===== config.mk =====
export PLATFORM = sky130hd
export DESIGN_NAME = vertex_field_stream
export DESIGN_NICKNAME = d
export VERILOG_FILES = /design/src/source/vertex_job_pkg.sv /design/src/source/vertex_field_stream.sv
export SDC_FILE = /design/constraint.sdc
export NUM_CORES = 1
export LEC_CHECK = 0
export BUFFER_PORTS_ARGS = -buffer_cell sky130_fd_sc_hd__buf_2
export CELL_PAD_IN_SITES_DETAIL_PLACEMENT = 0
export CELL_PAD_IN_SITES_GLOBAL_PLACEMENT = 1
export CORE_ASPECT_RATIO = 0.9
export CORE_UTILIZATION = 44
export CTS_CLUSTER_DIAMETER = 30
export DETAILED_ROUTE_END_ITERATION = 10
export PLACE_DENSITY_LB_ADDON = 0.1
export SLEW_MARGIN = 5
export SYNTH_ARGS = -nofsm -noshare
export SYNTH_HDL_FRONTEND = slang
export SYNTH_SLANG_ARGS = --single-unit

===== constraint.sdc =====
create_clock -name clock -period 9.6 [get_ports clock]
set_input_delay 0.96 -clock clock [delete_from_list [all_inputs] [get_ports clock]]
set_output_delay 0.96 -clock clock [all_outputs]
set_load 0.005 [all_outputs]

===== src/source/vertex_job_pkg.sv =====
package vertex_job_pkg;

	////////////////////
	// widths
	////////////////////

	typedef logic [31:0] vertex_value_t;
	typedef logic [31:0] vertex_id_t;
	typedef logic [63:0] byte_addr_t;
	typedef logic [11:0] req_size_t;
	typedef logic [3:0]  line_count_t; // valid vertices in one line, up to 8

	localparam int LINE_VERTICES = 8;
	localparam int VERTEX_BYTES  = 4;
	localparam int LINE_BYTES    = 32; // address step between lines
	localparam int NUM_FIELDS    = 6;

	// entry 0 holds the vertex at the lowest address
	typedef vertex_value_t [LINE_VERTICES-1:0] vertex_line_t;

	////////////////////
	// encodings
	////////////////////

	// read tag, also the index of the base in wed_t
	typedef enum logic [2:0] {
		IN_DEGREE      = 3'd0,
		OUT_DEGREE     = 3'd1,
		EDGES_IDX      = 3'd2,
		INV_IN_DEGREE  = 3'd3,
		INV_OUT_DEGREE = 3'd4,
		INV_EDGES_IDX  = 3'd5
	} vertex_field_e;

	typedef enum logic [3:0] {
		SEQ_RESET,
		SEQ_INIT,
		SEQ_WAIT,
		SEQ_CALC,
		SEQ_IDLE,
		SEQ_IN_DEGREE, // one issue state per field from here on
		SEQ_OUT_DEGREE,
		SEQ_EDGES_IDX,
		SEQ_INV_IN_DEGREE,
		SEQ_INV_OUT_DEGREE,
		SEQ_INV_EDGES_IDX
	} seq_state_e;

	////////////////////
	// structs
	////////////////////

	typedef struct packed {
		logic                         valid;
		vertex_id_t                   num_vertices;
		byte_addr_t [NUM_FIELDS-1:0]  base; // indexed by vertex_field_e
	} wed_t;

	typedef struct packed {
		logic          valid;
		byte_addr_t    address;
		req_size_t     size;
		vertex_field_e field;
		line_count_t   count;
	} read_cmd_t;

	typedef struct packed {
		logic          valid;
		vertex_field_e field;
		line_count_t   count;
		vertex_line_t  line;
	} read_data_t;

	typedef struct packed {
		logic          valid;
		vertex_id_t    id;
		vertex_value_t in_degree;
		vertex_value_t out_degree;
		vertex_value_t edges_idx;
		vertex_value_t inv_in_degree;
		vertex_value_t inv_out_degree;
		vertex_value_t inv_edges_idx;
	} vertex_job_t;

endpackage


===== src/source/vertex_field_stream.sv =====
`timescale 1ns/1ps

module vertex_field_stream (
	input  logic                          clock,
	input  logic                          rstn,
	input  logic                          load,
	input  logic                          drain,
	input  vertex_job_pkg::vertex_line_t  load_line,
	input  vertex_job_pkg::line_count_t   load_count,
	output vertex_job_pkg::vertex_value_t field_value,
	output logic                          field_valid,
	output logic                          busy
);
	import vertex_job_pkg::*;

	vertex_line_t line_q;
	line_count_t  left; // entries still to shift out

	assign busy = (left != '0);
	assign field_valid = drain && busy;
	assign field_value = line_q[0];

	////////////////////
	// entry count
	////////////////////

	always_ff @(posedge clock or negedge rstn) begin
		if (!rstn) begin
			left <= '0;
		end else begin
			if (load)
				left <= load_count;
			else if (field_valid)
				left <= left - 1'b1;
		end
	end

	////////////////////
	// line shifter
	////////////////////

	always_ff @(posedge clock) begin
		if (load)
			line_q <= load_line;
		else if (field_valid)
			line_q <= {vertex_value_t'(0), line_q[LINE_VERTICES-1:1]}; // next vertex to 0
	end

endmodule


==> results of run 1 <==
power groups by stage:
stage                     clock network [uW]  registers (uW)  logic [uW]
after floorplan                            0            1460         174
after global placement                     0            1460         239
after detailed placement                   0            1470         247
after CTS                               1800            1450         251
after global routing                    1860            1460         272
final                                   1760            1440         247
worst reg2reg max path: cells and delay by family (launching register included):
family        cells  cell delay [ns]
buf+inv           3             1.66
flops             1             0.35
simple gates      3             0.92
fa+ha+maj         1             0.23
area by class of cell:
type | count | area, sq um
Tap cell | 336 | 420
Fill cell | 1973 | 10100
Timing Repair Buffer | 301 | 1530
Sequential cell | 260 | 7790
Multi-Input combinational cell | 277 | 2870
Clock buffer | 61 | 1360
Clock inverter | 37 | 404
Inverter | 2 | 7.51
Antenna cell | 5 | 12.5
metrics by stage:
stage | setup WS [ns] | util, %
5_1_grt | 5.42 | 58.8
3_3_place_gp | 5.29 | 51.6
4_1_cts | 5.69 | 58.8
2_1_floorplan | 1.93 | -
6_report | 5.78 | 58.8
3_5_place_dp | 5.13 | 51.6
worst paths after layout:
kind	cells past startpoint	startpoint	slack (ns)	to
min in group clock	1	line_q[188]	0.54	line_q[156]
setup reg to reg	7	left[0]	5.99	line_q[85]
max in group asynchronous	1	rstn	9.25	left[3]
hold reg to reg	1	line_q[188]	0.54	line_q[156]
hold / removal	1	rstn	0.23	left[0]
setup / recovery	4	load	5.78	line_q[85]
state kept, by name (all words and copies together) (netlist names):
signal,cells
left,4
field_value,32
line_q,224
cells in the final DEF, fill, tap and decap left out, types with 2 or more instances in the layout:
cell type                    synthesis  final
sky130_fd_sc_hd__a21oi_1             3      3
sky130_fd_sc_hd__and2_1             33     33
sky130_fd_sc_hd__buf_2              26    296
sky130_fd_sc_hd__buf_4              32      4
sky130_fd_sc_hd__bufinv_16           0      7
sky130_fd_sc_hd__clkbuf_1            4      8
sky130_fd_sc_hd__clkbuf_16           0     53
sky130_fd_sc_hd__clkinv_1            0      7
sky130_fd_sc_hd__clkinv_2            0     10
sky130_fd_sc_hd__clkinv_4            0      4
sky130_fd_sc_hd__clkinvlp_4          0      6
sky130_fd_sc_hd__dfrtp_1             4      4
sky130_fd_sc_hd__diode_2             0      5
sky130_fd_sc_hd__edfxtp_1          256    256
sky130_fd_sc_hd__inv_1               2      2
sky130_fd_sc_hd__inv_6               0      2
sky130_fd_sc_hd__mux2_2            224    224
sky130_fd_sc_hd__nand2_1             3      3
logic make-up after synthesis:
logic type	count (synthesis)	share of synthesized area, %
AOI/OAI and AO/OA	8	0.475
buffers and inverters	65	3.65
DFF	260	70.4
muxes	224	22.8
adders and majority gates	1	0.113
and+or+nand+nor	44	2.55
metal layers:
| metal | GRT usage [%] | part of all wire [%] |
|---|---|---|
| met5 | 0 | 0 |
| met4 | 6.65 | 2.3 |
| met3 | 4.57 | 6.7 |
| met2 | 25.5 | 46 |
| met1 | 21.6 | 45 |
==> results.txt, run 1 <==
The run finished with clean final reports. Walking the worst path, the cells encountered are buf_8 > or2_4 > buf_4 > buf_4. Net switching is 20.3% of the power. For this run, the leading register cell type out of synthesis is sky130_fd_sc_hd__edfxtp_1. In this run the deepest clock path goes through 3 buffers. The logs give 0.54 ns for the clock latency reported for the late side of the worst-skew pair and 7.2% for the power share of the combinational group. After synthesis, the cell types taking the most area are sky130_fd_sc_hd__edfxtp_1 70%, sky130_fd_sc_hd__mux2_2 23%, sky130_fd_sc_hd__buf_4 2.2%, sky130_fd_sc_hd__and2_1 1.9%, sky130_fd_sc_hd__buf_2 1.2%. The number of detailed-routing iterations run before antenna repair was 4. The run gives 867 as the post-synthesis net count. The number of global-route vias before repair is 6,189, and the number of resized instances in the post-cts repair step is 0.

Yosys instantiated no cell more often than sky130_fd_sc_hd__edfxtp_1. The number of storage elements in the synthesis netlist was 260. The run gives 41.8% as the power share of the sequential group. The leftover overflow at the end of global routing was 0; the share of the clock period used by the worst path after layout was 39.8%. Sequential elements use 70.4% of the synthesized area. The cell area power density was 240 nW/um^2; the starting utilization of the core area was 45.2%. On the worst path, the slowest cell contributes a delay of 0.78 ns.

VDD sags by at most 0.000146 V. The logs give 1,176 for the placed instance count and 0 for the number of slew-limit violations in the final report. Based on the critical path, the design can be clocked at up to 262 MHz. The final total power came out at 3450 uW.

Setup repair after global routing left no endpoint under its margin. Cell internal power was estimated by the tool at 2750 uW. After routing, the total negative slack on setup checks comes to 0 ns. For the post-synthesis cell area, the log shows 11,100 sq um.

The run gives 9.75 ns as the required time of the critical path. The proportion of register bits with asynchronous set or reset after synthesis came out at 1.54%. Row generation in the floorplan step produced 54 rows. In this run the tightest slew margin relative to its limit is 20.0%. The number of nets in the finished design was 1,160; the number of buffers added on ports was 297. The number of enable-type register cells in the synthesized netlist was 256; the number of standard cells in the layout, taps in and fillers out was 1,279. After detailed routing, the total wire length is 21.3 mm. The critical path arrival is 3.97 ns, and the proportion of layout cells with a drive suffix above 1 is 65.1%. CTS built an H-tree with a depth of 2. STA classifies the critical path endpoint as a flop.

The number of I/O pins was 298; the die outline width was 169 um. The layout overhead on the synthesized area was 30.1%. The placer's final routability congestion estimate was 0.782; the number of buffers inserted by hold repair at cts was 0.

The final count of hold timing violations was 0. Using the TritonRoute via totals, the vias-per-cell ratio works out to 4.63. Buffers added to address setup during post-CTS repair amount to 0. The time the worst path needs with I/O delays and setup works out to 3.82 ns. Sorting the synthesized cells by how often they occur yields 256 x sky130_fd_sc_hd__edfxtp_1, 224 x sky130_fd_sc_hd__mux2_2, 33 x sky130_fd_sc_hd__and2_1, 32 x sky130_fd_sc_hd__buf_4, 26 x sky130_fd_sc_hd__buf_2. The die is 152 um tall. Fraction of post-synthesis cell area in the top cell type by area: 69.5%.

Proportion of power drawn by the clock network: 51.0%. The number of vias after detailed routing came out at 5,922. Hold is met by 0.228 ns.

The type of element launching the critical path was an input pin. The largest net degree at the start of global routing came out at 178. Broken down by cell family, the worst path's largest delay share belongs to buffers and inverters.

The tools report the number of antenna violations at the first check in global routing as 5. The average wire per standard cell is 16.7 um. For the final routed DRC violation total, the log shows 0.

The slowest stage of the critical path belongs to the cell sky130_fd_sc_hd__buf_4. Detailed placement finished with a half-perimeter wire length of 14.2 mm. Of all nets on the critical path, the largest fanout is 177. The tools report the cell chosen for the clock root as sky130_fd_sc_hd__clkbuf_16.

The floorplan step defined a die boundary enclosing 25,800 sq um. The clock buffer count from CTS is 53. The clock net in this run drives a total of 260 sinks.

The total of endpoints with negative setup slack in the final report came out at 0. For this run, the total global-route usage over all layers was measured as 16.4%. The buffering stage count on the worst path with inverters included is 3. The cell that appears most often on the critical path is sky130_fd_sc_hd__buf_4.

In this run, the number of DRC markers left after iteration 0 of detailed routing was 365. The count of nets left with antenna violations once routing finished came out at 0. In this run the power spent charging and discharging nets is 703 uW. TritonCTS built the clock tree.

The library cell occupying the most area in the post-synthesis netlist is sky130_fd_sc_hd__edfxtp_1. The count of maximum capacitance violations was 0; the count of distinct cell types in the synthesized netlist was 25. The path type of the worst min-delay path is input pin to async pin.

Clock skew on the completed layout was measured at 0.0163 ns. The type of the setup path with the least slack is input pin to flop. The slew at the pin closest to its max-slew limit works out to 1.20 ns.

Final instance area: 14,400 sq um. Area after detailed placement: 12,600 sq um. Clock transition at the registers of the reported paths: 0.05 ns. The global-route wire length before repair was 32.9 mm; the placeable core region was 24,500 sq um. The tools report the static power due to leakage as 0.00576 uW. After synthesis, the mean cell area works out to 18.4 sq um. The cell count after synthesis came out at 602. During synthesis, Yosys emitted a total of 0 warnings.
No activity file was read; power rests on OpenSTA's default activity.
==> inputs of run 2 (changes only) <==
==> constraint.sdc (replaced) <==
create_clock -name clock -period 3.7 [get_ports clock]
set_input_delay 0.37 -clock clock [delete_from_list [all_inputs] [get_ports clock]]
set_output_delay 0.37 -clock clock [all_outputs]
set_load 0.005 [all_outputs]
==> run 2 against run 1 <==
Effect of this change:
- sequential share of layout area decreased by 0.34 points
- power increased to 2.6 times the previous value
- register-to-register slack worse by 4.9 ns
- final cell count about the same
- clock-buffer cell count down 4
- via count down 0.20%
- utilization increased by 0.37 points
- die area unchanged
- flip-flop and latch count unchanged
- worst hold slack got worse by 0.15 ns
- critical endpoint is now line_q[42]
- clock skew grew 0.0015 ns
- largest power group unchanged
- critical path depth is 2 higher
==> results.txt, run 2 (synthesized netlist as in run 1, its figures left out) <==
The cell at the slowest stage of the critical path was sky130_fd_sc_hd__or2_4. The category of cells accounting for the largest share of critical-path delay was simple AND/OR/NAND/NOR gates. For the number of fillers in the final layout, the log shows 1,926 (-2.4%). For the placeable core region, the log shows 24,500 sq um (unchanged). The number of detailed-routing iterations run before antenna repair was 4 (unchanged); the flip-flop count of the largest register, all copies and words added was 224 (unchanged).

For this run, the top clock speed supported by timing is 378 MHz. For the static power due to leakage, the log shows 0.00579 uW (+0.58%). The min-delay analysis places its worst path in the category input pin to flop.

From synthesis to final layout, the design area changed by 30.9%. The tools report the required time of the critical path as 3.87 ns (-5.88 ns). The number of antenna violations at the first check in global routing came out at 6 (+1). Total of endpoints with negative setup slack in the final report: 0 (unchanged). The number of vias after detailed routing is 5,910 (-0.20%), and the number of slew-limit violations in the final report is 0 (unchanged). Setup repair after global routing left no endpoint under its margin. The tools report the leftover overflow at the end of global routing as 0 (unchanged). The proportion of layout cells with a drive suffix above 1 came out at 65.6% (+0.46 points). The H-tree depth was 2 (unchanged). TritonCTS built the clock tree.

The logs give 6,200 (+0.18%) for the number of global-route vias before repair and 33.5% (+14 points) for the tightest slew margin relative to the limit. The logs give 0 (unchanged) for the number of resized instances in the post-cts repair step and 14,500 sq um (+0.63%) for the final instance area. The worst path uses 71.6% of the clock period.

The clock transition at the registers of the reported paths was 0.04 ns (about the same). The tools report the detailed placement HPWL as 14.1 mm (-0.78%). The via density per instance was 4.62 (-0.12%). More flip-flops sit in one register than any other, and that register is line_q. The number of I/O pins is 298 (unchanged), and the time the worst path needs with I/O delays and setup is 2.65 ns.

The overall die area was 25,800 sq um (unchanged). The sum of negative setup slack is 0 ns (unchanged), and the number of buffers added on ports is 297 (unchanged). The cell area power density is 626 nW/um^2 (+160%), and the critical path arrival is 2.82 ns (-1.15 ns).

The largest net degree at the start of global routing came out at 178 (unchanged). The die outline width is 169 um (unchanged). The setup skew after layout is 0.0178 ns (+0.00151 ns), and the post-route antenna net violation count is 0 (unchanged). The slew at the pin closest to its max-slew limit was 0.997 ns (-0.204 ns); the worst-path maximum fanout was 77 (-56%). CTS placed an instance of sky130_fd_sc_hd__clkbuf_16 at the clock tree root. The delay of the slowest critical-path stage is 0.64 ns (-0.14 ns). The final routed DRC violation total was 0 (unchanged).

The buffering stage count on the worst path with inverters included was 2 (-1); the all-layer global routing usage was 16.6% (+0.27 points). In the layout the commonest cells are 296 x sky130_fd_sc_hd__buf_2, 256 x sky130_fd_sc_hd__edfxtp_1, 224 x sky130_fd_sc_hd__mux2_2, 53 x sky130_fd_sc_hd__clkbuf_16, 33 x sky130_fd_sc_hd__and2_1. The clock buffer count from CTS is 52 (-1.9%). The run finished with clean final reports. For the global-route wire length before repair, the log shows 33.1 mm (+0.46%). The run gives 0.824 (+5.4%) as the placer's final routability congestion estimate. The vertical extent of the die is 152 um (unchanged), and the worst IR drop on VDD is 0.000389 V (+170%). The worst setup path is launched from a flop. The clock latency reported for the late side of the worst-skew pair came out at 0.53 ns (about the same).

The tools report the capturing element type of the critical path as a flop. The number of design-rule violations left by the first detailed-router iteration was 328 (-10%). The type of the setup path with the least slack was flop to flop. The starting utilization of the core area was 45.2% (unchanged); the setup fix buffers added after clock tree synthesis was 0 (unchanged).

The maximum buffer depth of the clock tree is 3 (unchanged). The signal on the critical path passes through inv_1 > ha_1 > or3b_1 > and2_1 > or2_4 > buf_12. The run gives 260 (unchanged) as the total clock sinks. The routed wire length was 21.5 mm (+0.90%). Final count of hold timing violations: 0 (unchanged). The run gives 12,700 sq um (+0.42%) as the area after detailed placement. Leaving out fill and tap cells, the most frequent cell in the layout is sky130_fd_sc_hd__buf_2.

The run gives 1,162 (+0.17%) as the number of nets in the finished design. The average wire per standard cell is 16.8 um (+0.98%). The number of placement rows is 54 (unchanged).

The count of maximum capacitance violations is 0 (unchanged).
==> run 2: worst reg2reg max path: stages (launching register included) <==
cell                      delay [ns]
sky130_fd_sc_hd__dfrtp_1        0.35
sky130_fd_sc_hd__inv_1          0.08
sky130_fd_sc_hd__ha_1           0.25
sky130_fd_sc_hd__or3b_1         0.29
sky130_fd_sc_hd__and2_1         0.19
sky130_fd_sc_hd__or2_4          0.64
sky130_fd_sc_hd__buf_12         0.42
==> run 2: power breakdown <==
part           switching, uW  internal [uW]  leakage (uW)  total [uW]
sequential              85.4           3660       0.00268        3740
combinational            274            379       0.00226         653
clock                   1450           3220      0.000852        4670
total                   1810           7260       0.00579        9070
==> run 2: cell type report <==
class / count / area, sq um / share of cell area, %
flip-flops and latches: 260 / 7790 / 53.8
multi-input cells: 277 / 2870 / 19.8
repair buffers: 304 / 1590 / 11.0
clock buffers: 57 / 1340 / 9.27
clock inverters: 36 / 444 / 3.07
well taps: 336 / 420 / 2.90
diodes: 6 / 15.0 / 0.104
inverters: 2 / 7.51 / 0.0519
==> run 2: per-layer routing <==
layer  routed length (um)  share of wire, %  global-route usage, %  up-vias
li1                     -                 -                      -     2903
met1                 9470                44                   21.2     2738
met2                10000                46                   26.5      225
met3                 1570               7.3                   5.19       42
met4                  468               2.2                   6.48        2
met5                   10             0.046                      0        -
==> run 2: per-stage QoR <==
stage	setup WS (ns)	util, %	total power (uW)	cells	hold WS [ns]
floorplan	0.347	-	4220	602	0.0744
global placement	1.23	51.8	4420	1178	0.174
detailed placement	1.09	51.8	4450	1178	0.180
CTS	1.08	59.1	9170	1272	0.0494
global route	0.886	59.1	9400	1274	0.0715
finish	1.05	59.2	9070	1278	0.0760
==> run 2: repair_timing <==
action,CTS,global route
endpoints found under the hold margin,4,0
setup endpoints to repair,0,0
hold buffers,1,0
==> run 2: worst paths after layout <==
path | start | end | slack [ns] | cells after the start
hold / removal | load_count[2] | left[2] | 0.08 | 3
hold reg to reg | line_q[175] | line_q[143] | 0.53 | 1
min in group asynchronous | rstn | left[2] | 0.19 | 2
setup / recovery | left[0] | line_q[42] | 1.05 | 6
setup reg to reg | left[0] | line_q[42] | 1.05 | 6
max in group asynchronous | rstn | left[0] | 3.39 | 2
==> inputs of run 3 (changes only) <==
--- a/config.mk
+++ b/config.mk
@@ -5,11 +5,12 @@
 export SDC_FILE = /design/constraint.sdc
 export NUM_CORES = 1
 export LEC_CHECK = 0
+export ABC_AREA = 1
 export BUFFER_PORTS_ARGS = -buffer_cell sky130_fd_sc_hd__buf_2
 export CELL_PAD_IN_SITES_DETAIL_PLACEMENT = 0
 export CELL_PAD_IN_SITES_GLOBAL_PLACEMENT = 1
 export CORE_ASPECT_RATIO = 0.9
-export CORE_UTILIZATION = 44
+export CORE_UTILIZATION = 40
 export CTS_CLUSTER_DIAMETER = 30
 export DETAILED_ROUTE_END_ITERATION = 10
 export PLACE_DENSITY_LB_ADDON = 0.1
==> constraint.sdc (replaced) <==
create_clock -name clock -period 2.6 [get_ports clock]
set_input_delay 0.26 -clock clock [delete_from_list [all_inputs] [get_ports clock]]
set_output_delay 0.26 -clock clock [all_outputs]
set_load 0.005 [all_outputs]
==> run 3 against run 2 <==
Effect of this change:
- worst hold slack worse by 0.058 ns
- clock power up 39%
- wire length up 16%
- clock skew down 0.0050 ns
- worst setup slack worse by 0.60 ns
- synthesized cell count up 87%
- utilization down 0.13 points
- largest cell class unchanged
- flip-flop and latch count unchanged
- sequential share of layout area down 5.5 points
- global-route usage up 0.75 points
==> results.txt, run 3 <==
The count of maximum capacitance violations was 0 (unchanged); the number of storage elements in the synthesis netlist was 260 (unchanged). The tightest slew margin relative to the limit is 43.4% (+9.9 points), and the post-synthesis cell area is 11,300 sq um (+1.8%). The post-route antenna net violation count is 0 (unchanged).

The most common cell after layout, fill and taps aside was sky130_fd_sc_hd__nand2_1. The die outline width is 179 um (+5.7%). The most used flip-flop cell after synthesis is sky130_fd_sc_hd__edfxtp_1. The logs give 0 (unchanged) for the leftover overflow at the end of global routing and 28,800 sq um (+12%) for the overall die area. The total of endpoints with negative setup slack in the final report came out at 0 (unchanged). Proportion of layout cells with a drive suffix above 1: 24.3% (-41 points). The setup skew after layout was 0.0128 ns (-0.00501 ns). The logs give 3 (unchanged) for the maximum buffer depth of the clock tree and 14 (-44%) for the count of distinct cell types in the synthesized netlist.

The tools report the sum of negative setup slack as 0 ns (unchanged). Share of the clock period used by the worst path after layout: 82.4% (+11 points). The run gives 2.36 ns (-0.46 ns) as the critical path arrival. The clock latency reported for the late side of the worst-skew pair was 0.53 ns (about the same). The number of resized instances in the post-cts repair step is 0 (unchanged). The proportion of register bits with asynchronous set or reset after synthesis was 1.54% (unchanged).

The tools report the capturing instance or port of the critical path as line_q[70]. The number of global-route vias before repair came out at 8,101 (+31%). The H-tree depth was 2 (unchanged). The run gives 41.2% (-4.0 points) as the starting utilization of the core area. The clock transition at the registers of the reported paths was 0.05 ns (about the same).

The worst register-to-register path begins at left[0]. The via density per instance was 4.21 (-8.9%); the number of vias after detailed routing was 8,218 (+39%). For the number of design-rule violations left by the first detailed-router iteration, the log shows 464 (+41%). The area growth from synthesis to layout is 43.3%. For the placeable core region, the log shows 27,300 sq um (+12%). The static power due to leakage is 0.00787 uW (+36%), and the number of detailed-routing iterations run before antenna repair is 4 (unchanged). The required time of the critical path is 2.81 ns (-1.06 ns). Clock buffer count from CTS: 52 (unchanged). The cell area power density was 814 nW/um^2 (+30%); the fraction of post-synthesis cell area in the top cell type by area was 68.3% (-1.2 points). For the worst hold margin, the log shows 0.0179 ns (-0.0581 ns). The post-synthesis sequential area ratio was 69.2% (-1.2 points); the final count of hold timing violations was 0 (unchanged). The global-route wire length before repair is 39.6 mm (+20%), and the cell count after synthesis is 1,124 (+87%).

Ranked by total cell area, the synthesized netlist is headed by sky130_fd_sc_hd__edfxtp_1 68%, sky130_fd_sc_hd__nand2_1 24%, sky130_fd_sc_hd__buf_4 2.5%, sky130_fd_sc_hd__buf_2 2.0%, sky130_fd_sc_hd__inv_1 1.3%. The tools report the internal reg-to-reg setup slack as 0.46 ns (-0.60 ns). The highest clock frequency the design can meet is 466 MHz (+24%), and the all-layer global routing usage is 17.4% (+0.75 points). The flip-flop count of the largest register, all copies and words added is 224 (unchanged). Leaving out fill and tap cells, the most frequent cells in the layout are 727 x sky130_fd_sc_hd__nand2_1, 296 x sky130_fd_sc_hd__buf_2, 256 x sky130_fd_sc_hd__edfxtp_1, 154 x sky130_fd_sc_hd__dlygate4sd3_1, 53 x sky130_fd_sc_hd__clkbuf_16.

The average footprint of a synthesized cell works out to 10.0 sq um (-45%). The commonest cells after synthesis are 728 x sky130_fd_sc_hd__nand2_1, 256 x sky130_fd_sc_hd__edfxtp_1, 46 x sky130_fd_sc_hd__buf_2, 38 x sky130_fd_sc_hd__inv_1, 37 x sky130_fd_sc_hd__buf_4. The number of buffers added on ports came out at 297 (unchanged).

The final routed DRC violation total came out at 0 (unchanged). The number of nets in the finished design was 1,819 (+57%). Cell chosen for the clock root: sky130_fd_sc_hd__clkbuf_16. TritonCTS built the clock tree.

By instance count, the leading cell after synthesis is sky130_fd_sc_hd__nand2_1. Routed wire length: 25.0 mm (+16%). The critical path is of the flop to flop type. The worst IR drop on VDD was 0.000438 V (+13%).

The run gives 1,389 (+60%) as the post-synthesis net count. The capture point of the worst reg-to-reg path is line_q[70]. The number of enable-type register cells in the synthesized netlist is 256 (unchanged), and the largest net degree at the start of global routing is 198 (+11%).

The number of slew-limit violations in the final report came out at 0 (unchanged). The library cell occupying the most area in the post-synthesis netlist is sky130_fd_sc_hd__edfxtp_1. The worst-path maximum fanout is 61 (-21%), and the detailed placement HPWL is 15.3 mm (+8.4%). The tools report the number of I/O pins as 298 (unchanged). The total clock sinks was 260 (unchanged). The count of yosys warnings during synthesis is 0 (unchanged). The placer's final routability congestion estimate was 0.767 (-6.9%). The vertical extent of the die is 161 um (+5.7%).

Register with the most flip-flops: line_q. The tools report the timing startpoint of the critical path as left[0]. The number of antenna violations at the first check in global routing came out at 3 (-3).

The worst setup path is launched from a flop. The depth of the worst register-to-register path was 6 (unchanged). The average wire per standard cell works out to 12.8 um (-24%). Slew at the pin closest to its max-slew limit: 0.849 ns (-0.148 ns). The capturing element type of the critical path is a flop. The number of placement rows was 57 (+5.6%). Time the worst path needs with I/O delays and setup: 2.14 ns (-0.505 ns). The path class of the tightest hold or removal check is input pin to flop.

The run finished with clean final reports. Setup repair after global routing left no endpoint under its margin.
## run 3: cell types whose count changed after synthesis, sizes merged, moves of 2 or more
cell	delta
mux2	-224
nand3	+3
and2	-33
buf	+25
nand2	+725
clkbuf	-2
nand3b	+2
a21oi	-3
inv	+37
nor2	+3
## run 3: repair_timing
action | in CTS | in global routing
hold buffers | 154 | 0
endpoints found under the setup margin | 0 | 0
setup buffers | 0 | 0
hold endpoints to repair | 157 | 0
## run 3: worst min path at each step
stage,cells after the start,to,slack (ns),start
global route,3,line_q[174],0.003,load_line[174]
global placement,1,left[2],0.08,rstn
floorplan,0,left[0],-0.04,rstn
detailed placement,1,left[2],0.07,rstn
CTS,3,line_q[174],0.0002,load_line[174]
finish,3,line_q[33],0.02,load_line[33]
## run 3: cell families after synthesis
logic type,after synthesis,share of synthesized area [%]
DFF,260,69.2
AOI/OAI and AO/OA,2,0.0889
and+or+nand+nor,736,24.6
buffers and inverters,125,5.98
adders and majority gates,1,0.111
## run 3: cell type report
type	instances	area, sq um
Fill cell	2491	11200
Sequential cell	260	7790
Timing Repair Buffer	462	3190
Multi-Input combinational cell	739	2810
Clock buffer	58	1350
Tap cell	354	443
Clock inverter	36	388
Inverter	39	154
Antenna cell	3	7.51
## run 3: per-stage QoR
step                std cells  worst slack [ns]  power, uW  cell area, sq um  util [%]
finish                   1951             0.456      13100             16100      59.1
floorplan                1124             0.234       6170             11300         -
CTS                      1948             0.447      13300             16100      59.0
global placement         1700             0.518       6550             12800      47.0
detailed placement       1700             0.464       6560             12800      47.0
global route             1951             0.321      13700             16100      59.1
## run 3: worst max-delay path, stage by stage (launching register included)
cell,delay (ns)
sky130_fd_sc_hd__dfrtp_1,0.37
sky130_fd_sc_hd__inv_1,0.08
sky130_fd_sc_hd__ha_1,0.23
sky130_fd_sc_hd__nand2_1,0.10
sky130_fd_sc_hd__nand2_1,0.21
sky130_fd_sc_hd__nand2_8,0.48
sky130_fd_sc_hd__buf_4,0.34
## run 3: power breakdown
part	switching (uW)	leakage [uW]	total (uW)	internal, uW
logic	663	0.00430	1230	568
clock network	2010	0.000844	6470	4460
registers	136	0.00272	5430	5290
total	2810	0.00787	13100	10300
## run 3: metal layers
layer	wire length (um)	vias to the layer above	GRT usage (%)
met3	1650	48	3.81
met1	11700	3466	24.3
met5	0	-	0
li1	-	4431	-
met2	11200	273	27.0
met4	507	0	5.43
